===== src/source/ahb_pkg.sv =====
// AHB-Lite bus types

package ahb_pkg;

    // ----------------------------------------------------------------------
    // Bus widths
    // ----------------------------------------------------------------------
    parameter int ADDR_W = 32;
    parameter int DATA_W = 32;

    // ----------------------------------------------------------------------
    // Transfer codes
    // ----------------------------------------------------------------------
    typedef enum logic [1:0] {
        IDLE   = 2'b00,
        BUSY   = 2'b01,
        NONSEQ = 2'b10,
        SEQ    = 2'b11
    } htrans_e;

    // Only the sizes that fit in one data beat
    typedef enum logic [2:0] {
        BYTE = 3'b000,
        HALF = 3'b001,
        WORD = 3'b010
    } hsize_e;

    // ----------------------------------------------------------------------
    // Request and response bundles
    // ----------------------------------------------------------------------
    // Driven by an initiator, or by the mux towards the responders
    typedef struct packed {
        logic              hsel;
        logic [ADDR_W-1:0] haddr;
        logic [DATA_W-1:0] hwdata;
        logic              hwrite;
        htrans_e           htrans;
        hsize_e            hsize;
        logic              hready;
    } ahb_req_t;

    // hreadyout doubles as HREADY on the initiator side
    typedef struct packed {
        logic              hresp;
        logic              hreadyout;
        logic [DATA_W-1:0] hrdata;
    } ahb_rsp_t;

endpackage


===== src/source/ahb_lite_2to1_mux.sv =====
// Fixed-priority AHB-Lite 2:1 mux

`timescale 1ns/100ps

module ahb_lite_2to1_mux (
    input  logic              hclk,
    input  logic              hreset_n,

    // Initiator 0, the high priority side
    input  ahb_pkg::ahb_req_t init0_req_i,
    output ahb_pkg::ahb_rsp_t init0_rsp_o,

    // Initiator 1
    input  ahb_pkg::ahb_req_t init1_req_i,
    output ahb_pkg::ahb_rsp_t init1_rsp_o,

    // Shared responder path
    output ahb_pkg::ahb_req_t tgt_req_o,
    input  ahb_pkg::ahb_rsp_t tgt_rsp_i
);

    // Both initiators are handled as a two-entry array
    ahb_pkg::ahb_req_t init_req [2];
    ahb_pkg::ahb_req_t pend_req [2];
    ahb_pkg::ahb_req_t live_req [2];
    ahb_pkg::ahb_rsp_t init_rsp [2];

    logic [1:0] addr_ph;
    logic [1:0] pend_q;
    logic [1:0] data_ph_q;
    logic [1:0] gnt;

    assign init_req[0] = init0_req_i;
    assign init_req[1] = init1_req_i;

    // ----------------------------------------------------------------------
    // Address phase detect and grant
    // ----------------------------------------------------------------------
    always_comb begin
        for (int i = 0; i < 2; i++) begin
            addr_ph[i] = init_req[i].hsel & init_req[i].hready &
                         (init_req[i].htrans inside {ahb_pkg::NONSEQ, ahb_pkg::SEQ});
            // A captured address phase replaces the live bus lines
            live_req[i] = pend_q[i] ? pend_req[i] : init_req[i];
        end

        // Initiator 0 wins whenever it has something and the path is ready
        gnt[0] = (addr_ph[0] | pend_q[0]) & tgt_rsp_i.hreadyout;
        gnt[1] = (addr_ph[1] | pend_q[1]) & tgt_rsp_i.hreadyout & ~gnt[0];
    end

    // ----------------------------------------------------------------------
    // Pending and data-phase tracking
    // ----------------------------------------------------------------------
    always_ff @(posedge hclk or negedge hreset_n) begin
        if (!hreset_n) begin
            pend_q    <= '0;
            data_ph_q <= '0;
        end else begin
            for (int i = 0; i < 2; i++) begin
                // Loser keeps its request parked until granted
                pend_q[i]    <= (addr_ph[i] | pend_q[i]) & ~gnt[i];
                // Owner holds the data phase while the responder stalls
                data_ph_q[i] <= gnt[i] | (data_ph_q[i] & ~tgt_rsp_i.hreadyout);
            end
        end
    end

    // Address phase snapshot, taken only on a fresh request
    always_ff @(posedge hclk) begin
        for (int i = 0; i < 2; i++) begin
            if (addr_ph[i] && !pend_q[i]) begin
                pend_req[i] <= init_req[i];
            end
        end
    end

    // ----------------------------------------------------------------------
    // Forward path to the responder
    // ----------------------------------------------------------------------
    always_comb begin
        tgt_req_o = gnt[1] ? live_req[1] : live_req[0];

        // No grant means no address phase reaches the responders
        tgt_req_o.hsel = |gnt;
        if (gnt == 2'b00) begin
            tgt_req_o.htrans = ahb_pkg::IDLE;
        end

        tgt_req_o.hready = tgt_rsp_i.hreadyout;

        // Write data follows the data-phase owner, not the new grant
        tgt_req_o.hwdata = data_ph_q[1] ? init_req[1].hwdata : init_req[0].hwdata;
    end

    // ----------------------------------------------------------------------
    // Response routing
    // ----------------------------------------------------------------------
    always_comb begin
        for (int i = 0; i < 2; i++) begin
            init_rsp[i].hresp  = data_ph_q[i] & tgt_rsp_i.hresp;
            init_rsp[i].hrdata = data_ph_q[i] ? tgt_rsp_i.hrdata : '0;

            // Stall a parked initiator, idle ones see ready
            if (pend_q[i]) begin
                init_rsp[i].hreadyout = 1'b0;
            end else if (data_ph_q[i]) begin
                init_rsp[i].hreadyout = tgt_rsp_i.hreadyout;
            end else begin
                init_rsp[i].hreadyout = 1'b1;
            end
        end
    end

    assign init0_rsp_o = init_rsp[0];
    assign init1_rsp_o = init_rsp[1];

endmodule


===== config.mk =====
export PLATFORM = sky130hd
export DESIGN_NAME = ahb_lite_2to1_mux
export DESIGN_NICKNAME = d
export VERILOG_FILES = /design/src/source/ahb_pkg.sv /design/src/source/ahb_lite_2to1_mux.sv
export SDC_FILE = /design/constraint.sdc
export NUM_CORES = 1
export LEC_CHECK = 0
export BUFFER_PORTS_ARGS = -buffer_cell sky130_fd_sc_hd__buf_2
export CAP_MARGIN = 0
export CORE_AREA = 2 2 123 125
export DETAILED_ROUTE_END_ITERATION = 12
export DIE_AREA = 0 0 125 127
export PLACE_DENSITY = 0.74
export SYNTH_ARGS = -nofsm -noshare
export SYNTH_HDL_FRONTEND = slang
export SYNTH_SLANG_ARGS = --single-unit

===== constraint.sdc =====
create_clock -name hclk -period 2.9 [get_ports hclk]
set_input_delay 0.145 -clock hclk [delete_from_list [all_inputs] [get_ports hclk]]
set_output_delay 0.145 -clock hclk [all_outputs]
set_load 0.02 [all_outputs]

==> results.cfg <==
[routing]
wire_per_inst_um = 17.82
drc = 0
routed_wirelength_um = 15550
via_per_inst = 4.627
final_antenna_net_count = 0
initialDrtViolationCount = 164
num_vias = 4039
first_pass_iters = 4

[global_routing]
overflow = 0
grt_pass1_vias = 3929
grt_usage_pct = 18.20
grt_max_degree = 58
grt_pass1_wl_um = 22130
antenna_found_initial = 2

[clocking]
htree_levels = 3
clkSinkCount = 80
post_cts_resize_count = 0
clk_latency_ns = 0.33
cts_buffer_depth = 2
cts_made_buffers = 9
cts_hold_buf = 26
clk_pin_slew_ns = 0.06
tritoncts = yes
cts_setup_buffers = 0
cts_root_buf = clkbuf_16

[layout]
final_nets = 864
fin_cells = 873
drive_gt1_share_pct = 55.15
diodes = 0
area_growth_pct = 53.03

[floorplan]
row_count = 44
die_y_um = 127
io_pins = 320
dieWidth_um = 125
core_um2 = 14420
dieArea_um2 = 15880
start_util_pct = 31.49

[synthesis]
async_reset_ff_share_pct = 5.000
synth_ff_type = edfxtp_1
netlist_area_um2 = 4542
synth_edf_count = 76
ys_ff_latch = 80
syn_avg_cell_area_um2 = 13.44
synth.distinct_cells = 22
yosysWarningCount = 0
synthCells = 338
seq_area_frac_synth_pct = 52.45
syn_nets = 518

[worst_setup_path]
reg2reg_depth = 3
crit_path_top_delay_cell = nand3b_2
worstSetupStartpointType = register
path_buf_inv = 2
path_class = register to output pin
cp.arrival_ns = 2.28
cp_cell_sequence = a31oi_4 -> nand3b_2 -> buf_12 -> mux2i_1 -> buf_2
endpoint_kind = output pin
cp.depth = 5
crit_path_max_incr_delay_ns = 0.50
cp.required_ns = 2.76
crit_family = buffers and inverters
crit_path_max_fanout = 23

[timing]
drv_slew = 0
final-setup-viol-count = 0
maxSlewHeadroom_pct = 34.95
setup_tns_ns = 0
clock-skew-final_ns = 0.005751
max_freq_ghz = 0.4124
hold_viol = 0
period_share_pct = 83.61
rsz0062_at_grt = no
layout_min_cycle_time_ns = 2.425
max_slew.worst_pin.slew_ns = 0.9757

[power]
p_sw_share_pct = 30.36
p_leak_nw = 3.286
clkPwrFrac_pct = 30.1
p_sw_mw = 1.005
power_density_nw_per_um2 = 476.5
internal-power_mw = 2.306
ir_drop_mv = 0.3051
p_seq_share_pct = 40.9
total_power_mw = 3.312
p_comb_share_pct = 29.0

[placed_design]
place_hpwl_um = 12270
portBuffers = 319
placed_cells = 822
gp_congestion = 0.8575

[worst_hold_path]
min_path_type = input port to register
hold_depth = 1

[flow_run]
max-cap-violations = 0

[status]
status = finished clean
-- Yosys cell counts, drive strengths merged (3+ instances only) --
| master | number | share of area [%] |
|---|---|---|
| buf | 15 | 2.1 |
| clkbuf | 11 | 0.91 |
| nor2 | 4 | 0.33 |
| mux2i | 109 | 24 |
| a21oi | 5 | 0.55 |
| edfxtp | 76 | 50 |
| and2 | 66 | 9.1 |
| mux2 | 33 | 8.2 |
| dfrtp | 4 | 2.2 |
| o21ai | 3 | 0.33 |
| a31oi | 3 | 0.88 |
-- path summary, 6_finish.rpt --
check                      slack [ns]                start                          to
max                              0.48  pend_q[0]$_DFF_PN0_                tgt_req_o[1]
min                              0.01       init1_req_i[3]   pend_req[0][75]$_DFFE_PP_
max reg2reg                      1.03  pend_q[1]$_DFF_PN0_  pend_req[0][112]$_DFFE_PP_
min reg2reg                      0.57  pend_q[1]$_DFF_PN0_         pend_q[1]$_DFF_PN0_
max in group asynchronous        2.57             hreset_n         pend_q[0]$_DFF_PN0_
min in group asynchronous        0.18             hreset_n  asynchronous set/reset pin
-- final cells by class --
| cell class | count | area, um2 |
|---|---|---|
| timing repair buffer | 361 | 2037 |
| clock buffer | 12 | 236.5 |
| tap | 184 | 230.2 |
| inverter | 2 | 7.507 |
| multi-input combinational | 230 | 2032 |
| fill | 1339 | 7473 |
| sequential | 80 | 2386 |
| clock inverter | 4 | 21.27 |
-- metal layers --
| metal | part of all wire [%] | vias to the layer above | global-route usage (%) |
|---|---|---|---|
| met2 | 52 | 195 | 33.18 |
| met1 | 37 | 1873 | 20.14 |
| li1 | - | 1933 | - |
| met4 | 3.9 | 0 | 8.235 |
| met3 | 6.7 | 38 | 4.397 |
| met5 | 0 | - | 0 |
-- cells by family after synthesis --
family | synth area share (%)
buffers and inverters | 3.141
multiplexers | 32.20
AND/OR/NAND/NOR | 10.25
flip-flops | 52.45
AO/OA/AOI/OAI | 1.956
-- layout by cell type (no fill, tap or decap), drive strengths merged, types with 3 or more instances in the layout --
master         n
o21ai          3
dlygate4sd3   35
buf          326
clkbuf        12
clkinv         3
mux2i        109
mux2          33
edfxtp        76
a21oi          5
dfrtp          4
nor2           4
and2          66
a31oi          3
-- power groups by stage --
stage / clock (mW) / sequential [mW] / combinational, mW
floorplan: 0 / 1.34 / 0.576
global placement: 0 / 1.38 / 0.927
detailed placement: 0 / 1.38 / 0.931
CTS: 1.02 / 1.36 / 0.961
global route: 1.06 / 1.36 / 1.03
finish: 0.996 / 1.36 / 0.961
-- metrics by stage --
step | hold WS [ns] | area, um2 | utilization [%] | worst slack, ns
after floorplan | -0.1506 | 4542 | - | 0.06763
after global placement | -0.04080 | 6342 | 43.97 | 0.8933
after detailed placement | -0.03600 | 6342 | 43.97 | 0.8173
after CTS | 0.0001827 | 6860 | 47.56 | 0.4636
after global routing | 0.0001115 | 6950 | 48.19 | 0.3088
final | 0.01187 | 6950 | 48.19 | 0.4755
-- worst reg2reg max path, stage by stage, from the launching register on --
cell     delay [ns]
dfrtp_2        0.40
buf_4          0.35
nor2_4         0.54
buf_12         0.26
-- registers in the layout, summed over array words and instances (netlist names), named ones only --
signal and cells:
pend_q 2, pend_req 76, data_ph_q 1
Power figures use the tool's default switching activity.
