File: src/source/ahb_pkg.sv
// AHB-Lite bus types

package ahb_pkg;

    // ----------------------------------------------------------------------
    // Bus widths
    // ----------------------------------------------------------------------
    parameter int ADDR_W = 32;
    parameter int DATA_W = 32;

    // ----------------------------------------------------------------------
    // Transfer codes
    // ----------------------------------------------------------------------
    typedef enum logic [1:0] {
        IDLE   = 2'b00,
        BUSY   = 2'b01,
        NONSEQ = 2'b10,
        SEQ    = 2'b11
    } htrans_e;

    // Only the sizes that fit in one data beat
    typedef enum logic [2:0] {
        BYTE = 3'b000,
        HALF = 3'b001,
        WORD = 3'b010
    } hsize_e;

    // ----------------------------------------------------------------------
    // Request and response bundles
    // ----------------------------------------------------------------------
    // Driven by an initiator, or by the mux towards the responders
    typedef struct packed {
        logic              hsel;
        logic [ADDR_W-1:0] haddr;
        logic [DATA_W-1:0] hwdata;
        logic              hwrite;
        htrans_e           htrans;
        hsize_e            hsize;
        logic              hready;
    } ahb_req_t;

    // hreadyout doubles as HREADY on the initiator side
    typedef struct packed {
        logic              hresp;
        logic              hreadyout;
        logic [DATA_W-1:0] hrdata;
    } ahb_rsp_t;

endpackage

File: src/source/mem_map_pkg.sv
// Subsystem address map

package mem_map_pkg;

    // ----------------------------------------------------------------------
    // SRAM window
    // ----------------------------------------------------------------------
    // Base must be aligned to the window size
    parameter logic [ahb_pkg::ADDR_W-1:0] SRAM_BASE  = 32'h0000_0000;
    parameter logic [ahb_pkg::ADDR_W-1:0] SRAM_BYTES = 32'd4096;

    // ----------------------------------------------------------------------
    // Decoded target of an access
    // ----------------------------------------------------------------------
    // REGION_NONE goes to the built-in error responder
    typedef enum logic {
        REGION_SRAM = 1'b0,
        REGION_NONE = 1'b1
    } region_e;

endpackage

File: src/source/ahb_addr_decoder.sv
// AHB-Lite address decoder with default responder

`timescale 1ns/100ps

module ahb_addr_decoder (
    input  logic              hclk,
    input  logic              hreset_n,

    // From the mux
    input  ahb_pkg::ahb_req_t req_i,
    output ahb_pkg::ahb_rsp_t rsp_o,

    // SRAM responder
    output ahb_pkg::ahb_req_t sram_req_o,
    input  ahb_pkg::ahb_rsp_t sram_rsp_i
);

    // Two-cycle ERROR sequence of the default responder
    typedef enum logic [1:0] {
        ERR_IDLE   = 2'b00,
        ERR_FIRST  = 2'b01,
        ERR_SECOND = 2'b10
    } err_state_e;

    logic [ahb_pkg::ADDR_W-1:0] offset;
    logic                       accept;
    mem_map_pkg::region_e       region_a;
    mem_map_pkg::region_e       region_q;
    err_state_e                 err_q;
    err_state_e                 err_d;

    // ----------------------------------------------------------------------
    // Address phase decode
    // ----------------------------------------------------------------------
    assign offset   = req_i.haddr - mem_map_pkg::SRAM_BASE;
    assign region_a = (offset < mem_map_pkg::SRAM_BYTES) ? mem_map_pkg::REGION_SRAM
                                                         : mem_map_pkg::REGION_NONE;

    assign accept = req_i.hsel & req_i.hready &
                    (req_i.htrans inside {ahb_pkg::NONSEQ, ahb_pkg::SEQ});

    // Unmapped transfers never select the SRAM
    always_comb begin
        sram_req_o      = req_i;
        sram_req_o.hsel = req_i.hsel & (region_a == mem_map_pkg::REGION_SRAM);
    end

    // ----------------------------------------------------------------------
    // Data phase state
    // ----------------------------------------------------------------------
    always_comb begin
        case (err_q)
            ERR_FIRST: err_d = ERR_SECOND;
            default: begin
                err_d = (accept && region_a == mem_map_pkg::REGION_NONE) ? ERR_FIRST
                                                                         : ERR_IDLE;
            end
        endcase
    end

    always_ff @(posedge hclk or negedge hreset_n) begin
        if (!hreset_n) begin
            err_q    <= ERR_IDLE;
            region_q <= mem_map_pkg::REGION_SRAM;
        end else begin
            err_q <= err_d;
            // Idle cycles route back to the SRAM, which then shows ready
            if (req_i.hready) begin
                region_q <= accept ? region_a : mem_map_pkg::REGION_SRAM;
            end
        end
    end

    // ----------------------------------------------------------------------
    // Response mux
    // ----------------------------------------------------------------------
    always_comb begin
        if (region_q == mem_map_pkg::REGION_NONE) begin
            rsp_o.hresp     = 1'b1;
            rsp_o.hreadyout = (err_q == ERR_SECOND);
            rsp_o.hrdata    = '0;
        end else begin
            rsp_o = sram_rsp_i;
        end
    end

endmodule

File: config.mk
export PLATFORM = sky130hd
export DESIGN_NAME = ahb_addr_decoder
export DESIGN_NICKNAME = d
export VERILOG_FILES = /design/src/source/ahb_pkg.sv /design/src/source/mem_map_pkg.sv /design/src/source/ahb_addr_decoder.sv
export SDC_FILE = /design/constraint.sdc
export NUM_CORES = 1
export LEC_CHECK = 0
export ABC_AREA = 0
export BUFFER_PORTS_ARGS = -buffer_cell sky130_fd_sc_hd__buf_4
export CAP_MARGIN = 20
export CORE_AREA = 2 2 84 86
export CTS_BUF_LIST = sky130_fd_sc_hd__clkbuf_4 sky130_fd_sc_hd__clkbuf_8 sky130_fd_sc_hd__clkbuf_16
export DETAILED_ROUTE_END_ITERATION = 8
export DIE_AREA = 0 0 86 88
export PLACE_DENSITY = 0.54
export RECOVER_POWER = 25
export SLEW_MARGIN = 20
export SYNTH_ARGS = -nofsm -noshare
export SYNTH_HDL_FRONTEND = slang
export SYNTH_SLANG_ARGS = --single-unit
export TNS_END_PERCENT = 1
File: constraint.sdc
create_clock -name hclk -period 2.4 [get_ports hclk]
set_input_delay 0.24 -clock hclk [delete_from_list [all_inputs] [get_ports hclk]]
set_output_delay 0.24 -clock hclk [all_outputs]
set_load 0.02 [all_outputs]
==> run_summary.xml, run 1 <==
<?xml version="1.0" encoding="UTF-8"?>
<metrics>
  <group name="global_route">
    <metric name="grt_use_total" unit="%">6.28</metric>
    <metric name="global_route_wire_length_before_repair" unit="microns">3730</metric>
    <metric name="first_global_vias" unit="">773</metric>
    <metric name="grt_max_degree" unit="">20</metric>
    <metric name="antenna_found_initial" unit="">0</metric>
    <metric name="grt_remaining_overflow" unit="">0</metric>
  </group>
  <group name="critical_path">
    <metric name="critical_path_required" unit="ns">2.16</metric>
    <metric name="cp-start-kind" unit="">register</metric>
    <metric name="cp_data_arrival_time" unit="ns">1.48</metric>
    <metric name="reg2reg_slack" unit="ns">0.94</metric>
    <metric name="critical_path_peak_fanout" unit="">19</metric>
    <metric name="critical_path.endpoint_type" unit="">output pin</metric>
    <metric name="rr_endpoint" unit="">region_q</metric>
    <metric name="path_class" unit="">reg -&gt; out</metric>
    <metric name="r2r-start" unit="">region_q</metric>
    <metric name="worst-r2r-cell-count" unit="">4</metric>
  </group>
  <group name="timing">
    <metric name="max_slew_vio_count" unit="">0</metric>
    <metric name="min_period" unit="ns">1.72</metric>
    <metric name="worst_slew_pin_slew" unit="ns">0.572</metric>
    <metric name="grt_setup_unrepaired" unit="">no</metric>
    <metric name="timing.final.setup_violations" unit="">0</metric>
    <metric name="setup-tns-final" unit="ns">0</metric>
    <metric name="fmax" unit="MHz">580</metric>
    <metric name="maxSlewHeadroom" unit="%">61.9</metric>
    <metric name="final.hold.worst_slack" unit="ns">0.359</metric>
    <metric name="report.final.hold_viol_count" unit="">0</metric>
    <metric name="fin_crit_sh" unit="%">71.8</metric>
    <metric name="clock_skew_after_layout" unit="ns">0.00239</metric>
  </group>
  <group name="layout">
    <metric name="layout.cells.most_common_list" unit="">buf_4 (115), nor2b_1 (33), nor4_1 (3), clkbuf_8 (3), dfrtp_1 (3)</metric>
    <metric name="final_cell_area" unit="sq um">1430</metric>
    <metric name="final_layout_net_count" unit="">286</metric>
    <metric name="drive_above_1_share" unit="%">69.5</metric>
    <metric name="utilization" unit="%">21.5</metric>
    <metric name="antenna-diode-count" unit="">0</metric>
    <metric name="mostFrequentLayoutCell" unit="">buf_4</metric>
    <metric name="syn_to_final_growth" unit="%">50.7</metric>
    <metric name="fillCellCount" unit="">748</metric>
  </group>
  <group name="pwr">
    <metric name="comb_power_share" unit="%">58.3</metric>
    <metric name="leakagePower" unit="nW">0.756</metric>
    <metric name="internal-power" unit="mW">0.337</metric>
    <metric name="power.density" unit="nW/um^2">363</metric>
    <metric name="power_switching_share" unit="%">35.1</metric>
    <metric name="net-switching-power" unit="mW">0.182</metric>
    <metric name="power.share.sequential" unit="%">12.0</metric>
    <metric name="power.total" unit="mW">0.520</metric>
    <metric name="vdd_ir_drop_max" unit="mV">0.0998</metric>
    <metric name="p_clk_share" unit="%">29.7</metric>
  </group>
  <group name="placement">
    <metric name="buffer_ports.inserted" unit="">115</metric>
    <metric name="post-dp-hpwl" unit="microns">2500</metric>
    <metric name="gp_congestion" unit="">0.631</metric>
    <metric name="post_dp_cell_area" unit="sq um">1380</metric>
  </group>
  <group name="die">
    <metric name="die_width" unit="microns">86</metric>
    <metric name="floorplan.io_pins" unit="">214</metric>
    <metric name="starting_density" unit="%">14.3</metric>
    <metric name="placeable_core_region" unit="sq um">6640</metric>
    <metric name="num_rows" unit="">30</metric>
    <metric name="floorplan_die_area" unit="sq um">7570</metric>
    <metric name="die_height" unit="microns">88</metric>
  </group>
  <group name="clock_tree">
    <metric name="cts.repair_timing.setup_buffer_count" unit="">0</metric>
    <metric name="cts_sinks" unit="">3</metric>
    <metric name="clockBufferDepth" unit="">2</metric>
    <metric name="clock_tree.htree_level_count" unit="">1</metric>
    <metric name="tritoncts" unit="">built</metric>
    <metric name="cts_made_buffers" unit="">3</metric>
    <metric name="clock_tree.root_cell" unit="">clkbuf_8</metric>
    <metric name="clkTransAtPathRegs" unit="ns">0.03</metric>
    <metric name="worstSkewPairLatency" unit="ns">0.21</metric>
    <metric name="ctsResizeCount" unit="">0</metric>
  </group>
  <group name="worst_hold_path">
    <metric name="min_path_type" unit="">in -&gt; reg</metric>
    <metric name="capture_endpoint_of_the_worst_hold_path" unit="">region_q</metric>
    <metric name="hold_depth" unit="">3</metric>
    <metric name="hp-start" unit="">req_i[0]</metric>
  </group>
  <group name="drt">
    <metric name="drcViolationCount" unit="">0</metric>
    <metric name="drtIter0Drc" unit="">9</metric>
    <metric name="wire_per_inst" unit="microns">10.9</metric>
    <metric name="routed-via-count" unit="">896</metric>
    <metric name="postRouteAntennaNets" unit="">0</metric>
    <metric name="detail_route.wirelength" unit="microns">2800</metric>
    <metric name="post_drt_via_cell_ratio" unit="">3.49</metric>
    <metric name="firstDrtPassIters" unit="">2</metric>
  </group>
  <group name="outcome">
    <metric name="run_status" unit="">completed</metric>
  </group>
  <group name="job">
    <metric name="drv.max_cap_violation_count" unit="">0</metric>
  </group>
  <group name="logic_synthesis">
    <metric name="synth-warning-count" unit="">0</metric>
    <metric name="synthesis.nets" unit="">238</metric>
    <metric name="ys_seq_elements" unit="">3</metric>
    <metric name="yosysUniqueCellTypes" unit="">17</metric>
    <metric name="cell_area_after_technology_mapping" unit="sq um">950</metric>
    <metric name="ys_seq_area_share" unit="%">7.91</metric>
    <metric name="post_synth_inst_count" unit="">130</metric>
    <metric name="syn_area_per_cell" unit="sq um">7.31</metric>
  </group>
</metrics>
[synthesized netlist by cell type]
cell type  count  area share, %
nand2_1        1           0.39
or4_4          2            2.4
or2_2          1           0.66
dfrtp_1        3            7.9
nor2_1         1           0.39
nor2b_1       33             22
clkbuf_1       3            1.2
inv_1          2           0.79
nor2_2         1           0.66
nand3b_1       1           0.79
nor4_1         3            2.0
a21boi_1       2            1.6
and3_1         2            1.3
buf_4         71             56
o21ai_0        1           0.53
a21oi_1        1           0.53
nor3_1         2            1.1
[worst max-delay path by stage]
stage | startpoint | to | slack (ns) | cells after the start
3_5_place_dp | req_i[67] | sram_req_o[71] | 0.81 | 5
4_1_cts | region_q | rsp_o[16] | 0.59 | 3
3_3_place_gp | req_i[67] | sram_req_o[71] | 0.81 | 5
2_1_floorplan | req_i[67] | sram_req_o[71] | 1.01 | 3
6_report | region_q | rsp_o[16] | 0.68 | 3
5_1_grt | region_q | rsp_o[16] | 0.53 | 3
[final cells by class]
cell class                      count  area (sq um)  area share [%]
Tap cell                           80           100            6.99
Multi-Input combinational cell     51           323            22.6
Clock buffer                        4          48.8            3.41
Sequential cell                     3          75.1            5.24
Timing Repair Buffer              117           877            61.3
Inverter                            2          7.51           0.524
[critical path, cell delays in order (launching register included)]
cell and delay [ns]:
dfrtp_1 0.69, buf_4 0.33, nor2b_1 0.08, buf_4 0.16
[power groups by stage]
stage                     Clock [mW]  Sequential (mW)  Combinational [mW]
after floorplan                    0           0.0574               0.277
after global placement             0           0.0636               0.305
after detailed placement           0           0.0638               0.307
after CTS                      0.160           0.0633               0.309
after global routing           0.165           0.0639               0.323
final                          0.154           0.0623               0.303
[flip-flops by register name, summed over array words and instances, names as in the netlist]
register	cells
err_q	2
region_q	1
[per-layer routing]
metal	vias up	share of wire [%]	GRT usage (%)	wire (microns)
li1	427	-	-	-
met1	380	38	7.11	1060
met2	81	45	9.73	1270
met3	8	15	3.58	421
met4	0	1.8	2.60	51
met5	-	0	0	0
[logic make-up after synthesis]
family	count (synthesis)	share of synthesized area, %
flip-flops	3	7.90
AND/OR/NAND/NOR	47	31.4
AO/OA/AOI/OAI	4	2.63
buffers and inverters	76	58.1
[through the flow]
step | instances | setup slack (ns)
final | 257 | 0.676
after global routing | 257 | 0.534
after CTS | 257 | 0.589
after detailed placement | 252 | 0.808
after global placement | 252 | 0.806
after floorplan | 130 | 1.01
[timing repair]
item / in CTS / in global routing
hold buffers: 1 / 0
hold endpoints to repair: 3 / 0
setup endpoints to repair: 0 / 0
(Power assumes the default switching activity.)
==> run 2, diff against run 1 <==
--- a/config.mk
+++ b/config.mk
@@ -8,11 +8,11 @@
 export ABC_AREA = 0
 export BUFFER_PORTS_ARGS = -buffer_cell sky130_fd_sc_hd__buf_4
 export CAP_MARGIN = 20
-export CORE_AREA = 2 2 84 86
+export CORE_AREA = 2 2 83 85
 export CTS_BUF_LIST = sky130_fd_sc_hd__clkbuf_4 sky130_fd_sc_hd__clkbuf_8 sky130_fd_sc_hd__clkbuf_16
 export DETAILED_ROUTE_END_ITERATION = 8
-export DIE_AREA = 0 0 86 88
-export PLACE_DENSITY = 0.54
+export DIE_AREA = 0 0 85 87
+export PLACE_DENSITY = 0.55
 export RECOVER_POWER = 25
 export SLEW_MARGIN = 20
 export SYNTH_ARGS = -nofsm -noshare
==> constraint.sdc (replaced) <==
create_clock -name hclk -period 1.75 [get_ports hclk]
set_input_delay 0.175 -clock hclk [delete_from_list [all_inputs] [get_ports hclk]]
set_output_delay 0.175 -clock hclk [all_outputs]
set_load 0.02 [all_outputs]
==> run_summary.xml, run 2 (synthesized netlist as in run 1, its figures left out) <==
<?xml version="1.0" encoding="UTF-8"?>
<metrics>
  <group name="placement">
    <metric name="dp_cells" unit="">252</metric>
    <metric name="post_dp_cell_area" unit="sq um">1390</metric>
    <metric name="post-dp-hpwl" unit="microns">2310</metric>
    <metric name="gp_congestion" unit="">0.708</metric>
    <metric name="buffer_ports.inserted" unit="">115</metric>
  </group>
  <group name="drt">
    <metric name="drcViolationCount" unit="">0</metric>
    <metric name="detail_route.wirelength" unit="microns">2670</metric>
    <metric name="drtIter0Drc" unit="">10</metric>
    <metric name="wire_per_inst" unit="microns">10.4</metric>
    <metric name="post_drt_via_cell_ratio" unit="">3.44</metric>
    <metric name="firstDrtPassIters" unit="">4</metric>
    <metric name="postRouteAntennaNets" unit="">0</metric>
    <metric name="routed-via-count" unit="">885</metric>
  </group>
  <group name="clock_tree">
    <metric name="clockBufferDepth" unit="">2</metric>
    <metric name="tritoncts" unit="">built</metric>
    <metric name="clock_tree.htree_level_count" unit="">1</metric>
    <metric name="cts_made_buffers" unit="">3</metric>
    <metric name="cts_sinks" unit="">3</metric>
    <metric name="worstSkewPairLatency" unit="ns">0.21</metric>
    <metric name="ctsResizeCount" unit="">0</metric>
    <metric name="cts.repair_timing.setup_buffer_count" unit="">0</metric>
    <metric name="clkTransAtPathRegs" unit="ns">0.03</metric>
    <metric name="clock_tree.root_cell" unit="">clkbuf_8</metric>
    <metric name="hold_buffers" unit="">1</metric>
  </group>
  <group name="global_route">
    <metric name="grt_remaining_overflow" unit="">0</metric>
    <metric name="grt_max_degree" unit="">23</metric>
    <metric name="first_global_vias" unit="">784</metric>
    <metric name="global_route_wire_length_before_repair" unit="microns">3910</metric>
    <metric name="grt_use_total" unit="%">6.60</metric>
    <metric name="antenna_found_initial" unit="">0</metric>
  </group>
  <group name="critical_path">
    <metric name="worst_setup_path_startpoint" unit="">region_q</metric>
    <metric name="critical_path_peak_fanout" unit="">15</metric>
    <metric name="r2r-start" unit="">region_q</metric>
    <metric name="cp_data_arrival_time" unit="ns">1.29</metric>
    <metric name="cp-start-kind" unit="">register</metric>
    <metric name="critical_path_required" unit="ns">1.57</metric>
    <metric name="critical_path.endpoint_type" unit="">output pin</metric>
    <metric name="path_class" unit="">reg -&gt; out</metric>
  </group>
  <group name="die">
    <metric name="starting_density" unit="%">14.5</metric>
    <metric name="floorplan.io_pins" unit="">214</metric>
    <metric name="die_width" unit="microns">85</metric>
    <metric name="num_rows" unit="">30</metric>
    <metric name="floorplan_die_area" unit="sq um">7400</metric>
    <metric name="die_height" unit="microns">87</metric>
    <metric name="placeable_core_region" unit="sq um">6570</metric>
  </group>
  <group name="layout">
    <metric name="largest_register_ffs" unit="">2</metric>
    <metric name="leading_registers_by_flop_count" unit="">err_q x2, region_q x1</metric>
    <metric name="drive_above_1_share" unit="%">70.1</metric>
    <metric name="post_layout_nonfiller_instances" unit="">257</metric>
    <metric name="final_cell_area" unit="sq um">1450</metric>
    <metric name="fillCellCount" unit="">731</metric>
    <metric name="layout.cells.most_common_list" unit="">buf_4 (115), nor2b_1 (33), nor4_1 (3), clkbuf_8 (3), dfrtp_1 (3)</metric>
    <metric name="antenna-diode-count" unit="">0</metric>
    <metric name="syn_to_final_growth" unit="%">52.4</metric>
    <metric name="register_ranked_first_by_flip_flop_count" unit="">err_q</metric>
    <metric name="final_layout_net_count" unit="">286</metric>
    <metric name="mostFrequentLayoutCell" unit="">buf_4</metric>
  </group>
  <group name="timing">
    <metric name="grt_setup_unrepaired" unit="">no</metric>
    <metric name="worst_slew_pin_slew" unit="ns">0.489</metric>
    <metric name="min_period" unit="ns">1.47</metric>
    <metric name="report.final.hold_viol_count" unit="">0</metric>
    <metric name="max_slew_vio_count" unit="">0</metric>
    <metric name="fmax" unit="MHz">681</metric>
    <metric name="fin_crit_sh" unit="%">83.9</metric>
    <metric name="maxSlewHeadroom" unit="%">67.4</metric>
    <metric name="timing.final.setup_violations" unit="">0</metric>
    <metric name="setup-tns-final" unit="ns">0</metric>
    <metric name="clock_skew_after_layout" unit="ns">0.000434</metric>
  </group>
  <group name="pwr">
    <metric name="leakagePower" unit="nW">0.764</metric>
    <metric name="power.share.sequential" unit="%">11.6</metric>
    <metric name="vdd_ir_drop_max" unit="mV">0.150</metric>
    <metric name="comb_power_share" unit="%">58.6</metric>
    <metric name="power_switching_share" unit="%">34.9</metric>
    <metric name="p_clk_share" unit="%">29.8</metric>
    <metric name="power.density" unit="nW/um^2">498</metric>
    <metric name="power.total" unit="mW">0.722</metric>
    <metric name="internal-power" unit="mW">0.469</metric>
    <metric name="net-switching-power" unit="mW">0.252</metric>
  </group>
  <group name="job">
    <metric name="drv.max_cap_violation_count" unit="">0</metric>
  </group>
  <group name="worst_hold_path">
    <metric name="hp-start" unit="">req_i[0]</metric>
    <metric name="min_path_type" unit="">in -&gt; reg</metric>
  </group>
  <group name="outcome">
    <metric name="run_status" unit="">completed</metric>
  </group>
</metrics>
==> run 2: cell count changes in the layout (fill, tap and decap cells not counted) <==
cell | previous run | this run
buf_12 | 0 | 1
clkbuf_1 | 1 | 0
==> run 2: routing by layer <==
layer | vias up | routed length, microns | GRT usage (%)
met1 | 381 | 984 | 7.66
met4 | 0 | 88 | 3.90
met5 | - | 0 | 0
li1 | 427 | - | -
met2 | 67 | 1220 | 9.80
met3 | 10 | 367 | 3.22
==> run 2: layout make-up <==
cell class / instances / area [sq um] / share of cell area (%)
Inverter: 2 / 7.51 / 0.519
Timing Repair Buffer: 117 / 893 / 61.7
Clock buffer: 4 / 48.8 / 3.37
Tap cell: 80 / 100 / 6.91
Sequential cell: 3 / 75.1 / 5.19
Multi-Input combinational cell: 51 / 323 / 22.3
==> run 2: critical path, cell delays in order, from the launching register on <==
cell      delay [ns]
dfrtp_1         0.63
nand3b_1        0.17
o21ai_0         0.11
buf_4           0.17
==> run 2: final timing paths <==
check,endpoint,slack [ns],cells past startpoint
setup reg to reg,region_q,0.51,4
hold reg to reg,err_q[1],0.44,1
hold / removal,region_q,0.28,3
max in group asynchronous,region_q,1.35,2
min in group asynchronous,err_q[1],0.31,2
setup / recovery,rsp_o[32],0.28,3
==> run 2: power by group through the flow <==
stage	sequential, mW	clock, mW	combinational, mW
after floorplan	0.0787	0	0.380
after global placement	0.0850	0	0.423
after detailed placement	0.0854	0	0.426
after CTS	0.0846	0.221	0.430
after global routing	0.0858	0.230	0.450
final	0.0838	0.215	0.423
==> run 2: per-stage QoR <==
step | hold WS [ns] | utilization (%) | setup slack [ns]
6_report | 0.278 | 22.0 | 0.282
5_1_grt | 0.296 | 22.0 | 0.150
3_5_place_dp | -0.0338 | 21.1 | 0.291
2_1_floorplan | -0.121 | - | 0.438
4_1_cts | 0.279 | 22.0 | 0.230
3_3_place_gp | -0.0356 | 21.1 | 0.291
